### src/pipe_pkg.sv
/*
 * pipe_pkg
 * sizes, opcode encoding and packed types shared by the
 * five-stage pipeline and its trace unit
 */
package pipe_pkg;

    ////////////////////
    // sizes
    ////////////////////
    localparam int data_w    = 16;
    localparam int reg_count = 8;
    localparam int mem_depth = 16;
    localparam int tag_w     = 3;
    localparam int stamp_w   = 16;

    // derived widths
    localparam int reg_idx_w = $clog2(reg_count);
    localparam int addr_w    = $clog2(mem_depth);
    // op_ldi immediate, zero-extended to data_w
    localparam int imm_w     = 8;

    ////////////////////
    // instruction
    ////////////////////
    typedef enum logic [2:0] {
        op_nop = 3'd0,
        op_add = 3'd1,
        op_sub = 3'd2,
        op_and = 3'd3,
        op_xor = 3'd4,
        op_ldi = 3'd5,
        op_ld  = 3'd6,
        op_st  = 3'd7
    } opcode_e;

    // opcode in the top bits, spare nibble at the bottom
    typedef struct packed {
        opcode_e              opcode;
        logic [reg_idx_w-1:0] rd;
        logic [reg_idx_w-1:0] rs1;
        logic [reg_idx_w-1:0] rs2;
        logic [3:0]           spare;
    } instr_t;

    ////////////////////
    // stage traffic
    ////////////////////
    typedef struct packed {
        logic              valid;
        logic [tag_w-1:0]  tag;
        instr_t            instr;
        logic [data_w-1:0] operand_a;
        logic [data_w-1:0] operand_b;
        logic [data_w-1:0] result;
    } stage_t;

    // one record per retired instruction
    typedef struct packed {
        logic [tag_w-1:0]   tag;
        instr_t             instr;
        logic [data_w-1:0]  result;
        logic               writes_reg;
        logic [stamp_w-1:0] fetch_stamp;
        logic [stamp_w-1:0] decode_stamp;
        logic [stamp_w-1:0] execute_stamp;
        logic [stamp_w-1:0] memory_stamp;
        logic [stamp_w-1:0] wb_stamp;
        logic [stamp_w-1:0] stall_cycles;
    } retire_t;

    typedef struct packed {
        logic             valid;
        logic [tag_w-1:0] tag;
    } tag_slot_t;

    // occupancy of every stage as seen by the trace unit
    typedef struct packed {
        tag_slot_t fetch;
        tag_slot_t decode;
        tag_slot_t execute;
        tag_slot_t memory;
        tag_slot_t wb;
    } stage_tags_t;

    // everything but nop and store lands in rd
    function automatic logic writes_reg(opcode_e op);
        return (op != op_nop) && (op != op_st);
    endfunction

endpackage

### src/fetch_stage.sv
/*
 * fetch_stage
 * accepts the instruction stream, tags each instruction in
 * issue order and holds it until decode can take it
 */
module fetch_stage (
    input  logic             clk,
    input  logic             rst,
    input  logic             in_valid,
    input  pipe_pkg::instr_t in_instr,
    output logic             in_ready,
    input  logic             advance,
    input  logic             hazard,
    output pipe_pkg::stage_t fetch_out
);
    import pipe_pkg::*;

    logic             run_q;
    logic             valid_q;
    // last tag handed out, so the next one is tag_q + 1
    logic [tag_w-1:0] tag_q;
    instr_t           instr_q;

    // room when the register is empty or moves on this cycle
    assign in_ready = run_q && advance && (!valid_q || !hazard);

    always_ff @(posedge clk) begin
        if (rst) begin
            run_q   <= 1'b0;
            valid_q <= 1'b0;
            tag_q   <= '1;
        end else begin
            run_q <= 1'b1;
            if (in_ready) begin
                valid_q <= in_valid;
                // tags wrap modulo 8
                if (in_valid) begin
                    tag_q <= tag_q + 1'b1;
                end
            end
        end
    end

    always_ff @(posedge clk) begin
        if (in_valid && in_ready) begin
            instr_q <= in_instr;
        end
    end

    always_comb begin
        fetch_out       = '0;
        fetch_out.valid = valid_q;
        fetch_out.tag   = tag_q;
        fetch_out.instr = instr_q;
    end

endmodule

### src/decode_stage.sv
/*
 * decode_stage
 * register file with write-through from writeback, operand read,
 * and read-after-write stall against execute and memory
 */
module decode_stage (
    input  logic             clk,
    input  logic             rst,
    input  pipe_pkg::stage_t fetch_in,
    input  logic             advance,
    input  pipe_pkg::stage_t ex_dest,
    input  pipe_pkg::stage_t mem_dest,
    input  pipe_pkg::stage_t wb_in,
    output logic             hazard,
    output pipe_pkg::stage_t decode_out
);
    import pipe_pkg::*;

    logic [data_w-1:0] regs [reg_count];
    instr_t            ins;
    logic              wb_writes;
    logic [data_w-1:0] rs1_val;
    logic [data_w-1:0] rs2_val;
    logic              valid_q;
    stage_t            dec_next;
    stage_t            dec_q;

    // rd of a live register-writing instruction hits rs1 or rs2
    function automatic logic src_match(stage_t dst, instr_t src);
        return dst.valid && writes_reg(dst.instr.opcode) &&
               ((dst.instr.rd == src.rs1) || (dst.instr.rd == src.rs2));
    endfunction

    assign ins       = fetch_in.instr;
    assign wb_writes = wb_in.valid && writes_reg(wb_in.instr.opcode);
    // writeback needs no stall thanks to write-through
    assign hazard    = fetch_in.valid && (src_match(ex_dest, ins) || src_match(mem_dest, ins));

    ////////////////////
    // register file
    ////////////////////
    always_ff @(posedge clk) begin
        if (rst) begin
            for (int i = 0; i < reg_count; i++) begin
                regs[i] <= '0;
            end
        end else if (wb_writes) begin
            regs[wb_in.instr.rd] <= wb_in.result;
        end
    end

    // operand read, writeback value wins over the array
    always_comb begin
        rs1_val = regs[ins.rs1];
        rs2_val = regs[ins.rs2];
        if (wb_writes && (wb_in.instr.rd == ins.rs1)) begin
            rs1_val = wb_in.result;
        end
        if (wb_writes && (wb_in.instr.rd == ins.rs2)) begin
            rs2_val = wb_in.result;
        end
    end

    always_comb begin
        dec_next           = fetch_in;
        // a stalled instruction leaves a bubble behind in execute
        dec_next.valid     = fetch_in.valid && !hazard;
        dec_next.operand_a = rs1_val;
        dec_next.operand_b = rs2_val;
        if (ins.opcode == op_ldi) begin
            dec_next.operand_b = {{(data_w - imm_w){1'b0}}, ins[imm_w-1:0]};
        end
        dec_next.result    = '0;
    end

    ////////////////////
    // decode/execute register
    ////////////////////
    always_ff @(posedge clk) begin
        if (rst) begin
            valid_q <= 1'b0;
        end else if (advance) begin
            valid_q <= dec_next.valid;
        end
    end

    always_ff @(posedge clk) begin
        if (advance) begin
            dec_q <= dec_next;
        end
    end

    always_comb begin
        decode_out       = dec_q;
        decode_out.valid = valid_q;
    end

endmodule

### src/execute_stage.sv
/*
 * execute_stage
 * ALU and address pass-through into the execute/memory register
 */
module execute_stage (
    input  logic             clk,
    input  logic             rst,
    input  pipe_pkg::stage_t decode_in,
    input  logic             advance,
    output pipe_pkg::stage_t ex_out
);
    import pipe_pkg::*;

    stage_t ex_next;
    stage_t ex_q;
    logic   valid_q;

    always_comb begin
        ex_next = decode_in;
        case (decode_in.instr.opcode)
            op_add: ex_next.result = decode_in.operand_a + decode_in.operand_b;
            op_sub: ex_next.result = decode_in.operand_a - decode_in.operand_b;
            op_and: ex_next.result = decode_in.operand_a & decode_in.operand_b;
            op_xor: ex_next.result = decode_in.operand_a ^ decode_in.operand_b;
            // immediate already sits in operand_b
            op_ldi: ex_next.result = decode_in.operand_b;
            // loads and stores carry the address on
            op_ld,
            op_st:  ex_next.result = decode_in.operand_a;
            default: ex_next.result = '0;
        endcase
    end

    always_ff @(posedge clk) begin
        if (rst) begin
            valid_q <= 1'b0;
        end else if (advance) begin
            valid_q <= decode_in.valid;
        end
    end

    always_ff @(posedge clk) begin
        if (advance) begin
            ex_q <= ex_next;
        end
    end

    always_comb begin
        ex_out       = ex_q;
        ex_out.valid = valid_q;
    end

endmodule

### src/memory_stage.sv
/*
 * memory_stage
 * data memory access, output register is the writeback stage
 */
module memory_stage (
    input  logic             clk,
    input  logic             rst,
    input  pipe_pkg::stage_t ex_in,
    input  logic             advance,
    output pipe_pkg::stage_t wb_out
);
    import pipe_pkg::*;

    logic [data_w-1:0] dmem [mem_depth];
    logic [addr_w-1:0] addr;
    stage_t            wb_next;
    stage_t            wb_q;
    logic              valid_q;

    // low bits of the register value select the word
    assign addr = ex_in.result[addr_w-1:0];

    // store lands once, as the instruction leaves memory
    always_ff @(posedge clk) begin
        if (rst) begin
            for (int i = 0; i < mem_depth; i++) begin
                dmem[i] <= '0;
            end
        end else if (advance && ex_in.valid && (ex_in.instr.opcode == op_st)) begin
            dmem[addr] <= ex_in.operand_b;
        end
    end

    always_comb begin
        wb_next = ex_in;
        if (ex_in.instr.opcode == op_ld) begin
            wb_next.result = dmem[addr];
        end
    end

    always_ff @(posedge clk) begin
        if (rst) begin
            valid_q <= 1'b0;
        end else if (advance) begin
            valid_q <= ex_in.valid;
        end
    end

    always_ff @(posedge clk) begin
        if (advance) begin
            wb_q <= wb_next;
        end
    end

    always_comb begin
        wb_out       = wb_q;
        wb_out.valid = valid_q;
    end

endmodule

### src/trace_unit.sv
/*
 * trace_unit
 * stamps each tagged instruction on entry to every stage, counts its
 * decode stall cycles and emits one retire record from writeback
 */
module trace_unit (
    input  logic                  clk,
    input  logic                  rst,
    input  pipe_pkg::stage_tags_t tags,
    input  pipe_pkg::stage_t      wb_in,
    input  logic                  advance,
    input  logic                  hazard,
    output logic                  retire_valid,
    output pipe_pkg::retire_t     retire_rec,
    input  logic                  retire_ready
);
    import pipe_pkg::*;

    logic [stamp_w-1:0] cycle;
    // one entry per tag
    logic [stamp_w-1:0] fetch_tab  [2**tag_w];
    logic [stamp_w-1:0] decode_tab [2**tag_w];
    logic [stamp_w-1:0] ex_tab     [2**tag_w];
    logic [stamp_w-1:0] mem_tab    [2**tag_w];
    logic [stamp_w-1:0] stall_tab  [2**tag_w];
    // set when the stage kept the same instruction across the last edge
    logic               pipe_hold_q;
    logic               dec_hold_q;
    logic               wb_hold_q;
    logic               dec_held;
    logic [stamp_w-1:0] wb_stamp;
    logic [stamp_w-1:0] wb_stamp_q;

    // zero in the first cycle out of reset
    always_ff @(posedge clk) begin
        if (rst) begin
            cycle <= '0;
        end else begin
            cycle <= cycle + 1'b1;
        end
    end

    // decode is held by a hazard or by retire back-pressure
    assign dec_held = tags.decode.valid && (hazard || !advance);

    ////////////////////
    // hold history
    ////////////////////
    always_ff @(posedge clk) begin
        if (rst) begin
            pipe_hold_q <= 1'b0;
            dec_hold_q  <= 1'b0;
            wb_hold_q   <= 1'b0;
        end else begin
            pipe_hold_q <= !advance;
            dec_hold_q  <= dec_held;
            wb_hold_q   <= tags.wb.valid && !retire_ready;
        end
    end

    ////////////////////
    // stamp table
    ////////////////////
    always_ff @(posedge clk) begin
        // acceptance is the fetch cycle, it never repeats
        if (tags.fetch.valid) begin
            fetch_tab[tags.fetch.tag] <= cycle;
        end
        if (tags.decode.valid && !dec_hold_q) begin
            decode_tab[tags.decode.tag] <= cycle;
        end
        // restart the count on entry, add one per held cycle
        if (tags.decode.valid) begin
            stall_tab[tags.decode.tag] <= (dec_hold_q ? stall_tab[tags.decode.tag] : '0)
                                          + stamp_w'(dec_held);
        end
        if (tags.execute.valid && !pipe_hold_q) begin
            ex_tab[tags.execute.tag] <= cycle;
        end
        if (tags.memory.valid && !pipe_hold_q) begin
            mem_tab[tags.memory.tag] <= cycle;
        end
    end

    // the record is live in the first wb cycle, so take that stamp directly
    assign wb_stamp = wb_hold_q ? wb_stamp_q : cycle;

    always_ff @(posedge clk) begin
        wb_stamp_q <= wb_stamp;
    end

    ////////////////////
    // retire record
    ////////////////////
    assign retire_valid = wb_in.valid;

    // stable under back-pressure since every source is held
    always_comb begin
        retire_rec.tag           = tags.wb.tag;
        retire_rec.instr         = wb_in.instr;
        retire_rec.result        = wb_in.result;
        retire_rec.writes_reg    = writes_reg(wb_in.instr.opcode);
        retire_rec.fetch_stamp   = fetch_tab[tags.wb.tag];
        retire_rec.decode_stamp  = decode_tab[tags.wb.tag];
        retire_rec.execute_stamp = ex_tab[tags.wb.tag];
        retire_rec.memory_stamp  = mem_tab[tags.wb.tag];
        retire_rec.wb_stamp      = wb_stamp;
        retire_rec.stall_cycles  = stall_tab[tags.wb.tag];
    end

endmodule

### src/pipe_top.sv
/*
 * pipe_top
 * five-stage in-order pipeline with its trace unit, stream in
 * and retire records out
 */
module pipe_top (
    input  logic              clk,
    input  logic              rst,
    input  logic              in_valid,
    input  pipe_pkg::instr_t  in_instr,
    output logic              in_ready,
    output logic              retire_valid,
    output pipe_pkg::retire_t retire_rec,
    input  logic              retire_ready
);
    import pipe_pkg::*;

    stage_t      fetch_out;
    stage_t      decode_out;
    stage_t      ex_out;
    stage_t      wb_out;
    stage_tags_t tags;
    logic        advance;
    logic        hazard;

    // a record waiting on retire_ready freezes every stage
    assign advance = !(retire_valid && !retire_ready);

    // fetch slot is the accept cycle, its tag is the one about to be given
    assign tags.fetch.valid   = in_valid && in_ready;
    assign tags.fetch.tag     = fetch_out.tag + 1'b1;
    assign tags.decode.valid  = fetch_out.valid;
    assign tags.decode.tag    = fetch_out.tag;
    assign tags.execute.valid = decode_out.valid;
    assign tags.execute.tag   = decode_out.tag;
    assign tags.memory.valid  = ex_out.valid;
    assign tags.memory.tag    = ex_out.tag;
    assign tags.wb.valid      = wb_out.valid;
    assign tags.wb.tag        = wb_out.tag;

    fetch_stage u_fetch (
        .clk       (clk),
        .rst       (rst),
        .in_valid  (in_valid),
        .in_instr  (in_instr),
        .in_ready  (in_ready),
        .advance   (advance),
        .hazard    (hazard),
        .fetch_out (fetch_out)
    );

    // execute and memory registers feed back as hazard sources
    decode_stage u_decode (
        .clk        (clk),
        .rst        (rst),
        .fetch_in   (fetch_out),
        .advance    (advance),
        .ex_dest    (decode_out),
        .mem_dest   (ex_out),
        .wb_in      (wb_out),
        .hazard     (hazard),
        .decode_out (decode_out)
    );

    execute_stage u_execute (
        .clk       (clk),
        .rst       (rst),
        .decode_in (decode_out),
        .advance   (advance),
        .ex_out    (ex_out)
    );

    memory_stage u_memory (
        .clk     (clk),
        .rst     (rst),
        .ex_in   (ex_out),
        .advance (advance),
        .wb_out  (wb_out)
    );

    trace_unit u_trace (
        .clk          (clk),
        .rst          (rst),
        .tags         (tags),
        .wb_in        (wb_out),
        .advance      (advance),
        .hazard       (hazard),
        .retire_valid (retire_valid),
        .retire_rec   (retire_rec),
        .retire_ready (retire_ready)
    );

endmodule

### config.mk
export PLATFORM = sky130hd
export DESIGN_NAME = pipe_top
export DESIGN_NICKNAME = d
export VERILOG_FILES = /design/src/pipe_pkg.sv /design/src/fetch_stage.sv /design/src/decode_stage.sv /design/src/execute_stage.sv /design/src/memory_stage.sv /design/src/trace_unit.sv /design/src/pipe_top.sv
export SDC_FILE = /design/constraint.sdc
export NUM_CORES = 1
export LEC_CHECK = 0
export ABC_AREA = 1
export BUFFER_PORTS_ARGS = -buffer_cell sky130_fd_sc_hd__buf_2
export CELL_PAD_IN_SITES_DETAIL_PLACEMENT = 1
export CELL_PAD_IN_SITES_GLOBAL_PLACEMENT = 1
export CORE_AREA = 5 5 322 324
export CTS_CLUSTER_SIZE = 25
export DETAILED_ROUTE_END_ITERATION = 12
export DIE_AREA = 0 0 327 329
export PLACE_DENSITY = 0.85
export SLEW_MARGIN = 20
export SYNTH_ARGS = -nofsm -noshare
export SYNTH_HDL_FRONTEND = slang
export SYNTH_SLANG_ARGS = --single-unit
### constraint.sdc
create_clock -name clk -period 13.75 [get_ports clk]
set_clock_uncertainty 0.1 [all_clocks]
set_input_delay 0.6875 -clock clk [delete_from_list [all_inputs] [get_ports clk]]
set_output_delay 0.6875 -clock clk [all_outputs]
set_load 0.1 [all_outputs]
=== After elaboration in Yosys (flattened, before gate mapping) ===
Memory sizes are Yosys's and may differ from the RTL's. A register that Yosys moved wholly into a read port is not among the register bits.
Cells that the tools add are included.

* Register bits after elaboration: 195
* RAM bits: 1024
* Bits of input ports: 20
* Output and inout port bits: 134
* Memories: 7

* $add $sub $neg: 5
* Eq/ne operators: 19
* Muxes and demuxes: 42
* Bitwise gates (word level): 2
* Reduce and logical (&&, ||, !) cells: 40

{| class="wikitable"
|+ Memory list
! name !! depth !! width !! rd ports !! clocked after Yosys merged registers in !! write ports !! line !! source
|-
| u_memory.dmem || 16 || 16 || 1 || 1 || 16 || memory_stage.sv:14 || <nowiki>logic [data_w-1:0] dmem [mem_depth];</nowiki>
|-
| u_decode.regs || 8 || 16 || 2 || 2 || 8 || decode_stage.sv:19 || <nowiki>logic [data_w-1:0] regs [reg_count];</nowiki>
|-
| u_trace.decode_tab || 8 || 16 || 1 || 1 || 1 || trace_unit.sv:22 || <nowiki>logic [stamp_w-1:0] decode_tab [2**tag_w];</nowiki>
|-
| u_trace.ex_tab || 8 || 16 || 1 || 1 || 1 || trace_unit.sv:23 || <nowiki>logic [stamp_w-1:0] ex_tab [2**tag_w];</nowiki>
|-
| u_trace.fetch_tab || 8 || 16 || 1 || 1 || 1 || trace_unit.sv:21 || <nowiki>logic [stamp_w-1:0] fetch_tab [2**tag_w];</nowiki>
|-
| u_trace.mem_tab || 8 || 16 || 1 || 1 || 1 || trace_unit.sv:24 || <nowiki>logic [stamp_w-1:0] mem_tab [2**tag_w];</nowiki>
|-
| 1 more memories || - || - || - || - || - || - ||
|}

{| class="wikitable"
|+ Operator list
! kind !! count
|-
| 2-to-1 mux 16 bit || 7
|-
| case mux 16 bit (6 select lines) || 1
|-
| OR reduction 16 bit || 2
|-
| 2-to-1 mux 3 bit || 10
|-
| logical AND 1 bit || 22
|-
| equality test 3 bit, second input constant || 7
|-
| 2-to-1 mux 1 bit || 21
|-
| equality test 3 bit || 6
|-
| adder 16 x 1 -> 16 bit || 1
|-
| adder 16 x 1 -> 16 bit, second input constant || 1
|-
| adder 16 bit || 1
|-
| bitwise AND 16 bit || 1
|-
| subtractor 16 bit || 1
|-
| XOR 16 bit || 1
|-
| != test 3 bit, second input constant || 3
|-
| nonzero test 3 bit || 3
|-
| 2-to-1 mux 4 bit || 2
|-
| 2-to-1 mux 8 bit || 1
|-
| equality test 3 x 2 -> 1 bit, second input constant || 2
|-
| logical NOT 1 bit || 6
|-
| logical OR 1 bit || 5
|-
| adder 3 x 1 -> 3 bit, second input constant || 1
|-
| equality test 3 x 1 -> 1 bit, second input constant || 1
|-
| AND reduction 2 bit || 1
|-
| OR reduction 2 bit || 1
|}

=== Depth between registers and ports, before layout ===
Gate-level depths: netlist (run 1).

* Word-level depth: 12
* Mapped depth: 20
* Mapped depth without buffers: 20

=== Hierarchy ===
A second synthesis (run 1) with hierarchy kept.

* Cell total of the unflattened synthesis: 5440
* Area total of the unflattened synthesis: 56967.1 µm²

{| class="wikitable"
|+ By module, submodules not included
! module !! instances !! cells an instance !! area each (µm²)
|-
| trace_unit || 1 || 2503 || 28203.3
|-
| memory_stage || 1 || 1397 || 14282.4
|-
| decode_stage || 1 || 1014 || 9300.2
|-
| execute_stage || 1 || 418 || 4038.9
|-
| fetch_stage || 1 || 97 || 1092.3
|-
| pipe_top || 1 || 11 || 50.0
|}

=== Worst setup path before layout (run 1) ===
OpenSTA, ideal clock, no wires.

* Path kind: reg2reg
* Start point: reg u_memory.valid_q
* End point: reg u_decode.dec_q, in the netlist u_decode.decode_out[16], enable pin
* Library setup time: 0.553 ns
* Arrival time: 4.905 ns
* Slack: 8.191 ns
* Stages on the path, launching flop included: 5
* Buffers on the path: 1
* Clock period less this slack: 5.559 ns
* Path through: dfxtp_1 -> inv_2 -> nor2_2 -> inv_1 -> clkbuf_1

* Cells in the longest elaborated chain, start to end: 1

{| class="wikitable"
|+ Ends and longest elaborated chain
! element !! line !! source
|-
| from (decl) || memory_stage.sv:18 || <nowiki>logic valid_q;</nowiki>
|-
| from (signal assigned) || memory_stage.sv:45 || <nowiki>valid_q <= ex_in.valid;</nowiki>
|-
| logical AND 1 bit || pipe_top.sv:27 || <nowiki>assign advance = !(retire_valid && !retire_ready);</nowiki>
|-
| to (signal assigned) || decode_stage.sv:89 || <nowiki>dec_q <= dec_next;</nowiki>
|-
| to (decl) || decode_stage.sv:26 || <nowiki>stage_t dec_q;</nowiki>
|}

Every way passes these cells.
A chain may end at the register's enable or synchronous reset.

==> results of run 1 <==
cells by family after synthesis:
family	share of synthesized area
adder cells (fa/ha/maj)	0.00874
flip-flops	0.678
buffers and inverters	0.0460
XOR/XNOR	0.00667
AND/OR/NAND/NOR	0.150
multiplexers	0.000837
AO/OA/AOI/OAI	0.110
area by class of cell:
cell class              instances  area, µm²  share of cell area
clock buffers                 176       3570              0.0596
clock inverters                58        495             0.00827
inverters                     305       1170              0.0195
multi-input cells            3151      14900               0.249
well taps                    1309       1640              0.0274
diodes                          2       5.00           0.0000836
repair buffers                252       1560              0.0261
flip-flops and latches       1235      36500               0.610
timing repair:
| action | CTS | global route |
|---|---|---|
| resized for setup | 0 | 0 |
| hold buffers | 14 | 0 |
| endpoints found under the hold margin | 14 | 0 |
routing by layer:
layer	routed length, µm	share of wire
met1	63500	0.36
met2	87900	0.50
met3	14400	0.083
met4	8520	0.049
met5	71	0.00041
where the power goes:
part           internal (mW)  total [mW]  switching, mW
sequential              4.24        4.38          0.143
combinational          0.328        1.67           1.34
clock                   1.90        3.42           1.52
total                   6.46        9.47           3.00
worst paths after layout:
kind | start | endpoint | slack (ns) | cells after the start
min reg2reg | u_execute.ex_out[55]$_DFFE_PN_ | u_memory.wb_out[55]$_DFFE_PN_ | 0.32 | 0
max | flip-flop | retire_rec[47] | 8.40 | 7
max reg2reg | flip-flop | u_trace.stall_tab[6][6]$_DFFE_PP_ | 9.42 | 14
min | in_instr[5] | u_fetch.fetch_out[53]$_DFFE_PP_ | 0.05 | 1
critical path: cells and delay by family (launching register included):
family / cells / cell delay, ns
buffers and inverters: 3 / 1.89
AOI/OAI and AO/OA: 3 / 1.05
DFF: 1 / 0.72
and+or+nand+nor: 1 / 0.05
cell usage in the layout, fill, tap and decap left out, types with 4 or more instances in the layout:
master | Yosys | routed
nand4_1 | 10 | 10
nand3_2 | 5 | 5
buf_4 | 9 | 82
o21ai_0 | 596 | 596
nand2_1 | 532 | 532
edfxtp_1 | 1177 | 1177
nor3_1 | 22 | 10
dfxtp_1 | 58 | 48
xor2_1 | 19 | 19
mux2_2 | 4 | 4
clkbuf_16 | 0 | 135
clkinv_2 | 0 | 19
clkinv_1 | 3 | 26
xnor2_1 | 22 | 22
ha_1 | 36 | 36
o211ai_1 | 9 | 9
nand3b_1 | 5 | 5
dfxtp_2 | 0 | 7
inv_2 | 7 | 8
o22ai_1 | 81 | 81
nor2_2 | 4 | 12
a31oi_1 | 128 | 128
nand2_2 | 16 | 16
or2_2 | 4 | 4
buf_2 | 69 | 153
a21oi_1 | 176 | 176
a221oi_1 | 25 | 25
inv_16 | 0 | 6
o221ai_1 | 38 | 38
nor2_1 | 1137 | 1128
dlygate4sd3_1 | 0 | 14
nor3_2 | 6 | 18
inv_1 | 295 | 290
nand3_1 | 258 | 258
clkbuf_1 | 211 | 37
inv_6 | 0 | 5
Yosys cell counts, types with 19 or more instances:
cell and count:
nor2_1 1137, a21oi_1 176, edfxtp_1 1177, nand3_1 258
xnor2_1 22, xor2_1 19, a221oi_1 25, dfxtp_1 58
nand2_1 532, nor3_1 22, clkbuf_1 211, o221ai_1 38
a31oi_1 128, inv_1 295, buf_2 69, o21ai_0 596
o22ai_1 81, ha_1 36
flip-flops by register name, indices dropped and copies added (netlist names), 128 cells and up, named ones only:
register / flops
u_trace.mem_tab: 128
u_trace.stall_tab: 128
u_trace.fetch_tab: 128
u_trace.decode_tab: 128
u_decode.regs: 128
u_memory.dmem: 256
u_trace.ex_tab: 128
through the flow:
stage	cells	hold WS, ns	power (mW)
6_report	6488	0.0450	9.47
2_1_floorplan	5005	0.300	5.54
5_1_grt	6486	0.0204	9.75
4_1_cts	6486	0.00549	9.46
3_3_place_gp	6238	0.302	5.99
3_5_place_dp	6238	0.306	6.06
==> results.md, run 1 <==
- Via count: 41100
- Cell breakdown of the critical path: buf_4 > buf_4 > o21ai_0 > o22ai_1 > nor2_1 > a31oi_1 > buf_2
- Detailed-route wire length: 174000 µm
- Final hold viol count: 0
- Worst setup SP type: flip-flop
- Sequential element share of the synthesized area: 0.678
- Total DRC errors in the routed layout: 0
- Total setup violations reported at the end of the flow: 0
- Largest net degree at the start of global routing: 218
- Number of enable-type register cells in the synthesized netlist: 1177
- Hold/Removal Path Class: input pin to flip-flop
- Top achievable clock speed: 0.187 GHz
- Post-DP HPWL: 102000 µm
- Core area: 0.101 mm²
- Highest-utilization routing layer at the global route stage: met2
- Standby leakage power: 22.2 nW
- Worst skew pair latency: 0.76 ns
- Utilization of the core after routing: 0.594
- Max stage delay cell, worst path: dfxtp_4
- Data required time of the worst path: 12.96 ns
- Growth of design area from synthesis to finish: 11.3%
- Worst path most repeated cell: buf_4
- Worst slew pin tran: 1.17 ns
- Yosys top cell area share: 0.657
- Routing usage on met1: 0.386
- GR Layer Usage met2: 0.550
- Cell types with the largest area share after synthesis: edfxtp_1, nor2_1, o21ai_0, nand2_1, nand3_1
- Count of maximum capacitance violations: 0
- Biggest area consumer among synthesized cells: edfxtp_1
- CTS tree: built
- Number of routed nets with antenna violations: 0
- Critical path start-end classification: flip-flop to primary output
- Arrival time of the worst setup path: 4.56 ns
- Antenna violations before repair: 10
- PortBufs: 153
- Routed wire per std cell: 26.9 µm
- Total global routing overflow: 0
- Remaining max-slew budget at the tightest pin: 0.221
- Fraction of final layout cells sized beyond drive strength 1: 0.0960
- Kind of capture point of the worst setup path: primary output
- Largest stage delay on the critical path: 0.72 ns
- Total power density per cell area: 158 mW/mm²
- Clock-pin slew on the worst setup and hold paths: 0.06 ns
- Via count of the first global-routing pass: 43100
- Die span in x: 327 µm
- Filler cell count in the final layout: 10600
- Primary flip-flop cell chosen by synthesis mapping: edfxtp_1
- Drt initial violations: 4306
- I/O pin cnt: 154
- Final design area excluding fillers: 0.0599 mm²
- Shortest period the worst path allows: 5.35 ns
- Initial core utilization: 0.534
- Overall fraction of global-route tracks in use: 0.317
- Max Buffers Root-to-Sink: 3
- Status: finished, final reports clean
- Area of the mapped netlist: 0.0538 mm²
- Inserted Clock Buffers: 132
- #FFs+latches synth: 1235
- Vias/cell: 6.33
- Critical Path Fanout Max: 65
- Overall die area: 0.108 mm²
- Met3 global-route usage: 0.0595
- Std-Cell Rows: 117
- Mapped Cells: 5005
- Number of nets produced by synthesis: 5062
- Final total negative setup slack: 0 ns
- Peak supply drop: 0.125 mV
- CTS sink cnt: 1235
- Final RePlAce weighted congestion: 0.915
- Post-CTS Setup Bufs: 0
- Share of flip-flops with an asynchronous set or reset after synthesis: 0
- Post-Syn Area per Cell: 10.8 µm²
- Number of different library cells in the post-synthesis netlist: 44
- Minimum setup slack in the final design: 8.40 ns
- Global-route wire length before repair: 260000 µm
- H-Tree Level Count: 4
- Number of iterations in the first detailed-routing pass: 5
- Ratio of final minimum period to clock period: 0.389
- Root Buffer: clkbuf_16
- Place WS: 9.30 ns
- RSZ-0062 raised after global routing: false
- Count of yosys warnings during synthesis: 0
- Die outline height: 329 µm
- Max-slew violation count: 0
- Post-Place Cell Area: 0.0557 mm²
- Nets@finish: 5134
(Power assumes the default switching activity.)
==> run 2, diff against run 1 <==
--- a/config.mk
+++ b/config.mk
@@ -9,11 +9,11 @@
 export BUFFER_PORTS_ARGS = -buffer_cell sky130_fd_sc_hd__buf_2
 export CELL_PAD_IN_SITES_DETAIL_PLACEMENT = 1
 export CELL_PAD_IN_SITES_GLOBAL_PLACEMENT = 1
-export CORE_AREA = 5 5 322 324
+export CORE_AREA = 5 5 335 337
 export CTS_CLUSTER_SIZE = 25
 export DETAILED_ROUTE_END_ITERATION = 12
-export DIE_AREA = 0 0 327 329
-export PLACE_DENSITY = 0.85
+export DIE_AREA = 0 0 340 342
+export PLACE_DENSITY = 0.8
 export SLEW_MARGIN = 20
 export SYNTH_ARGS = -nofsm -noshare
 export SYNTH_HDL_FRONTEND = slang
==> constraint.sdc (replaced) <==
create_clock -name clk -period 5.55 [get_ports clk]
set_clock_uncertainty 0.1 [all_clocks]
set_input_delay 0.2775 -clock clk [delete_from_list [all_inputs] [get_ports clk]]
set_output_delay 0.2775 -clock clk [all_outputs]
set_load 0.1 [all_outputs]
==> results.md, run 2 (synthesis gave the netlist of run 1 again) <==
- Status: finished, final reports clean (unchanged)
- Ratio of final minimum period to clock period: 0.770
- Routed wire per std cell: 26.7 µm (was 26.9 µm)
- Max-slew violation count: 0 (unchanged)
- Arrival time of the worst setup path: 3.89 ns (was 4.56 ns)
- Via count of the first global-routing pass: 41400 (was 43100)
- Final hold viol count: 0 (unchanged)
- Total global routing overflow: 0 (unchanged)
- Standby leakage power: 22.3 nW (was 22.2 nW)
- Top achievable clock speed: 0.234 GHz
- Max Buffers Root-to-Sink: 3 (unchanged)
- Antenna violations before repair: 10 (unchanged)
- Number of non-filler instances in the completed layout: 6605 (was 6488)
- Final Total Pwr: 23.9 mW (was 9.47 mW)
- Peak supply drop: 0.368 mV (was 0.125 mV)
- Die outline height: 342 µm (was 329 µm)
- Sequential standard cell area: 0.0365 mm² (about the same)
- Vias/cell: 6.14 (was 6.33)
- H-Tree Level Count: 4 (unchanged)
- Critical path start-end classification: flip-flop to primary output (unchanged)
- Overall die area: 0.116 mm² (was 0.108 mm²)
- Commonest non-fill, non-tap cells in the layout: edfxtp_1, nor2_1, o21ai_0 (unchanged)
- Total DRC errors in the routed layout: 0 (unchanged)
- Die span in x: 340 µm (was 327 µm)
- Nets@finish: 5140 (was 5134)
- Shortest period the worst path allows: 4.27 ns
- Most frequent standard cell in the layout excluding fill and tap cells: edfxtp_1 (unchanged)
- Critical Path Fanout Max: 87 (was 65)
- Overall fraction of global-route tracks in use: 0.294 (was 0.317)
- Growth of design area from synthesis to finish: 12.0% (was 11.3%)
- Largest net degree at the start of global routing: 181 (was 218)
- Data required time of the worst path: 5.17 ns (was 12.96 ns)
- Combined area of the multi-input logic cells: 0.0149 mm² (about the same)
- Final design area excluding fillers: 0.0603 mm² (was 0.0599 mm²)
- Detailed-route wire length: 176000 µm (was 174000 µm)
- Std-Cell Rows: 121 (was 117)
- Hold/Removal Path Class: input pin to flip-flop (unchanged)
- Reported net switching power: 7.54 mW (was 3.00 mW)
- Final RePlAce weighted congestion: 0.946 (was 0.915)
- CTS sink cnt: 1235 (unchanged)
- I/O pin cnt: 154 (unchanged)
- Filler cell count in the final layout: 11500 (was 10600)
- Via count: 40600 (was 41100)
- Utilization of the core after routing: 0.555 (was 0.594)
- Worst slew pin tran: 1.23 ns (was 1.17 ns)
- CTS tree: built (unchanged)
- Post-Place Cell Area: 0.0558 mm² (was 0.0557 mm²)
- Global-route wire length before repair: 260000 µm (about the same)
- Post-DP HPWL: 108000 µm (was 102000 µm)
- Count of maximum capacitance violations: 0 (unchanged)
- Drt initial violations: 5362 (was 4306)
- Flip-flop count of the largest register after layout: 256 (unchanged)
- DP Cell Count: 6344 (was 6238)
- Fraction of final layout cells sized beyond drive strength 1: 0.0977 (was 0.0960)
- Clock-pin slew on the worst setup and hold paths: 0.06 ns (about the same)
- Cell-internal power: 16.3 mW (was 6.46 mW)
- Relative contribution of combinational cells to total power: 0.173 (was 0.176)
- Initial core utilization: 0.496 (was 0.534)
- PortBufs: 153 (unchanged)
- Part of the total power dissipated in sequential elements: 0.458 (was 0.463)
- Number of routed nets with antenna violations: 0 (unchanged)
- Clock power share: 0.369 (was 0.362)
- Root Buffer: clkbuf_16 (unchanged)
- Inserted Clock Buffers: 132 (unchanged)
- Worst setup SP type: flip-flop (unchanged)
- Worst skew pair latency: 0.75 ns (was 0.76 ns)
- Kind of capture point of the worst setup path: primary output (unchanged)
- RSZ-0062 raised after global routing: false (unchanged)
- Remaining max-slew budget at the tightest pin: 0.180 (was 0.221)
- Register name with the most flops: u_memory.dmem (unchanged)
- Final total negative setup slack: 0 ns (unchanged)
- Share of total power consumed by net switching: 0.316 (was 0.317)
- Total setup violations reported at the end of the flow: 0 (unchanged)
- Core area: 0.109 mm² (was 0.101 mm²)
- Number of iterations in the first detailed-routing pass: 6 (was 5)
- Total power density per cell area: 396 mW/mm² (was 158 mW/mm²)
- Post-CTS Setup Bufs: 0 (unchanged)
==> run 2: changes by cell type in the layout (fill, tap and decap cells not counted), moves of 2 or more <==
cell,delta
clkinv_1,+6
bufinv_16,+6
clkinv_4,+2
inv_1,-2
clkbuf_1,-7
clkbuf_8,+5
dlygate4sd3_1,+5
buf_6,-2
clkinv_2,-5
buf_4,+2
inv_6,+2
==> run 2: path summary, 6_finish.rpt <==
path	startpoint	endpoint	slack (ns)	cells after the start
setup / recovery	flip-flop	retire_rec[71]	1.28	7
hold / removal	in_instr[2]	u_fetch.fetch_out[50]$_DFFE_PP_	0.13	2
setup reg to reg	u_memory.valid_q$_SDFFE_PP0N_	u_memory.dmem[14][11]$_SDFFCE_PN0P_	1.59	7
hold reg to reg	u_decode.decode_out[49]$_DFFE_PN_	u_execute.ex_out[49]$_DFFE_PN_	0.32	0
==> run 2: area by class of cell <==
| class | count | area share |
|---|---|---|
| diodes | 3 | 0.000125 |
| clock buffers | 172 | 0.0593 |
| clock inverters | 67 | 0.0116 |
| inverters | 305 | 0.0194 |
| multi-input cells | 3151 | 0.247 |
| flip-flops and latches | 1235 | 0.606 |
| well taps | 1414 | 0.0293 |
| repair buffers | 258 | 0.0270 |
==> run 2: repair_timing <==
item | 4_1_cts | 5_1_grt
hold buffers | 19 | 0
gates resized for setup | 0 | 0
hold endpoints to repair | 40 | 0
endpoints found under the setup margin | 0 | 0
==> run 2: power by group through the flow <==
stage	Sequential, mW	Clock (mW)	Combinational [mW]
after floorplan	11.1	0	2.61
after global placement	11.1	0	3.91
after detailed placement	11.1	0	4.03
after CTS	10.9	8.89	4.07
after global routing	10.9	9.33	4.33
final	10.9	8.81	4.13
==> run 2: per-stage QoR <==
step	worst slack [ns]	hold WS, ns
2_1_floorplan	1.99	0.261
3_3_place_gp	1.84	0.301
3_5_place_dp	1.69	0.306
4_1_cts	1.31	0.0839
5_1_grt	1.13	0.118
6_report	1.28	0.131
==> run 2: layer usage <==
layer | wire length [µm] | global-route usage
met1 | 67700 | 0.373
met2 | 85500 | 0.496
met3 | 14600 | 0.0552
met4 | 8450 | 0.134
met5 | 27 | 0
==> run 2: critical path, stage by stage (launching register included) <==
cell     delay, ns
dfxtp_4       0.46
inv_6         0.59
buf_4         0.61
o21ai_0       0.19
o22ai_1       0.21
nor2_1        0.08
a31oi_1       0.36
buf_2         0.51
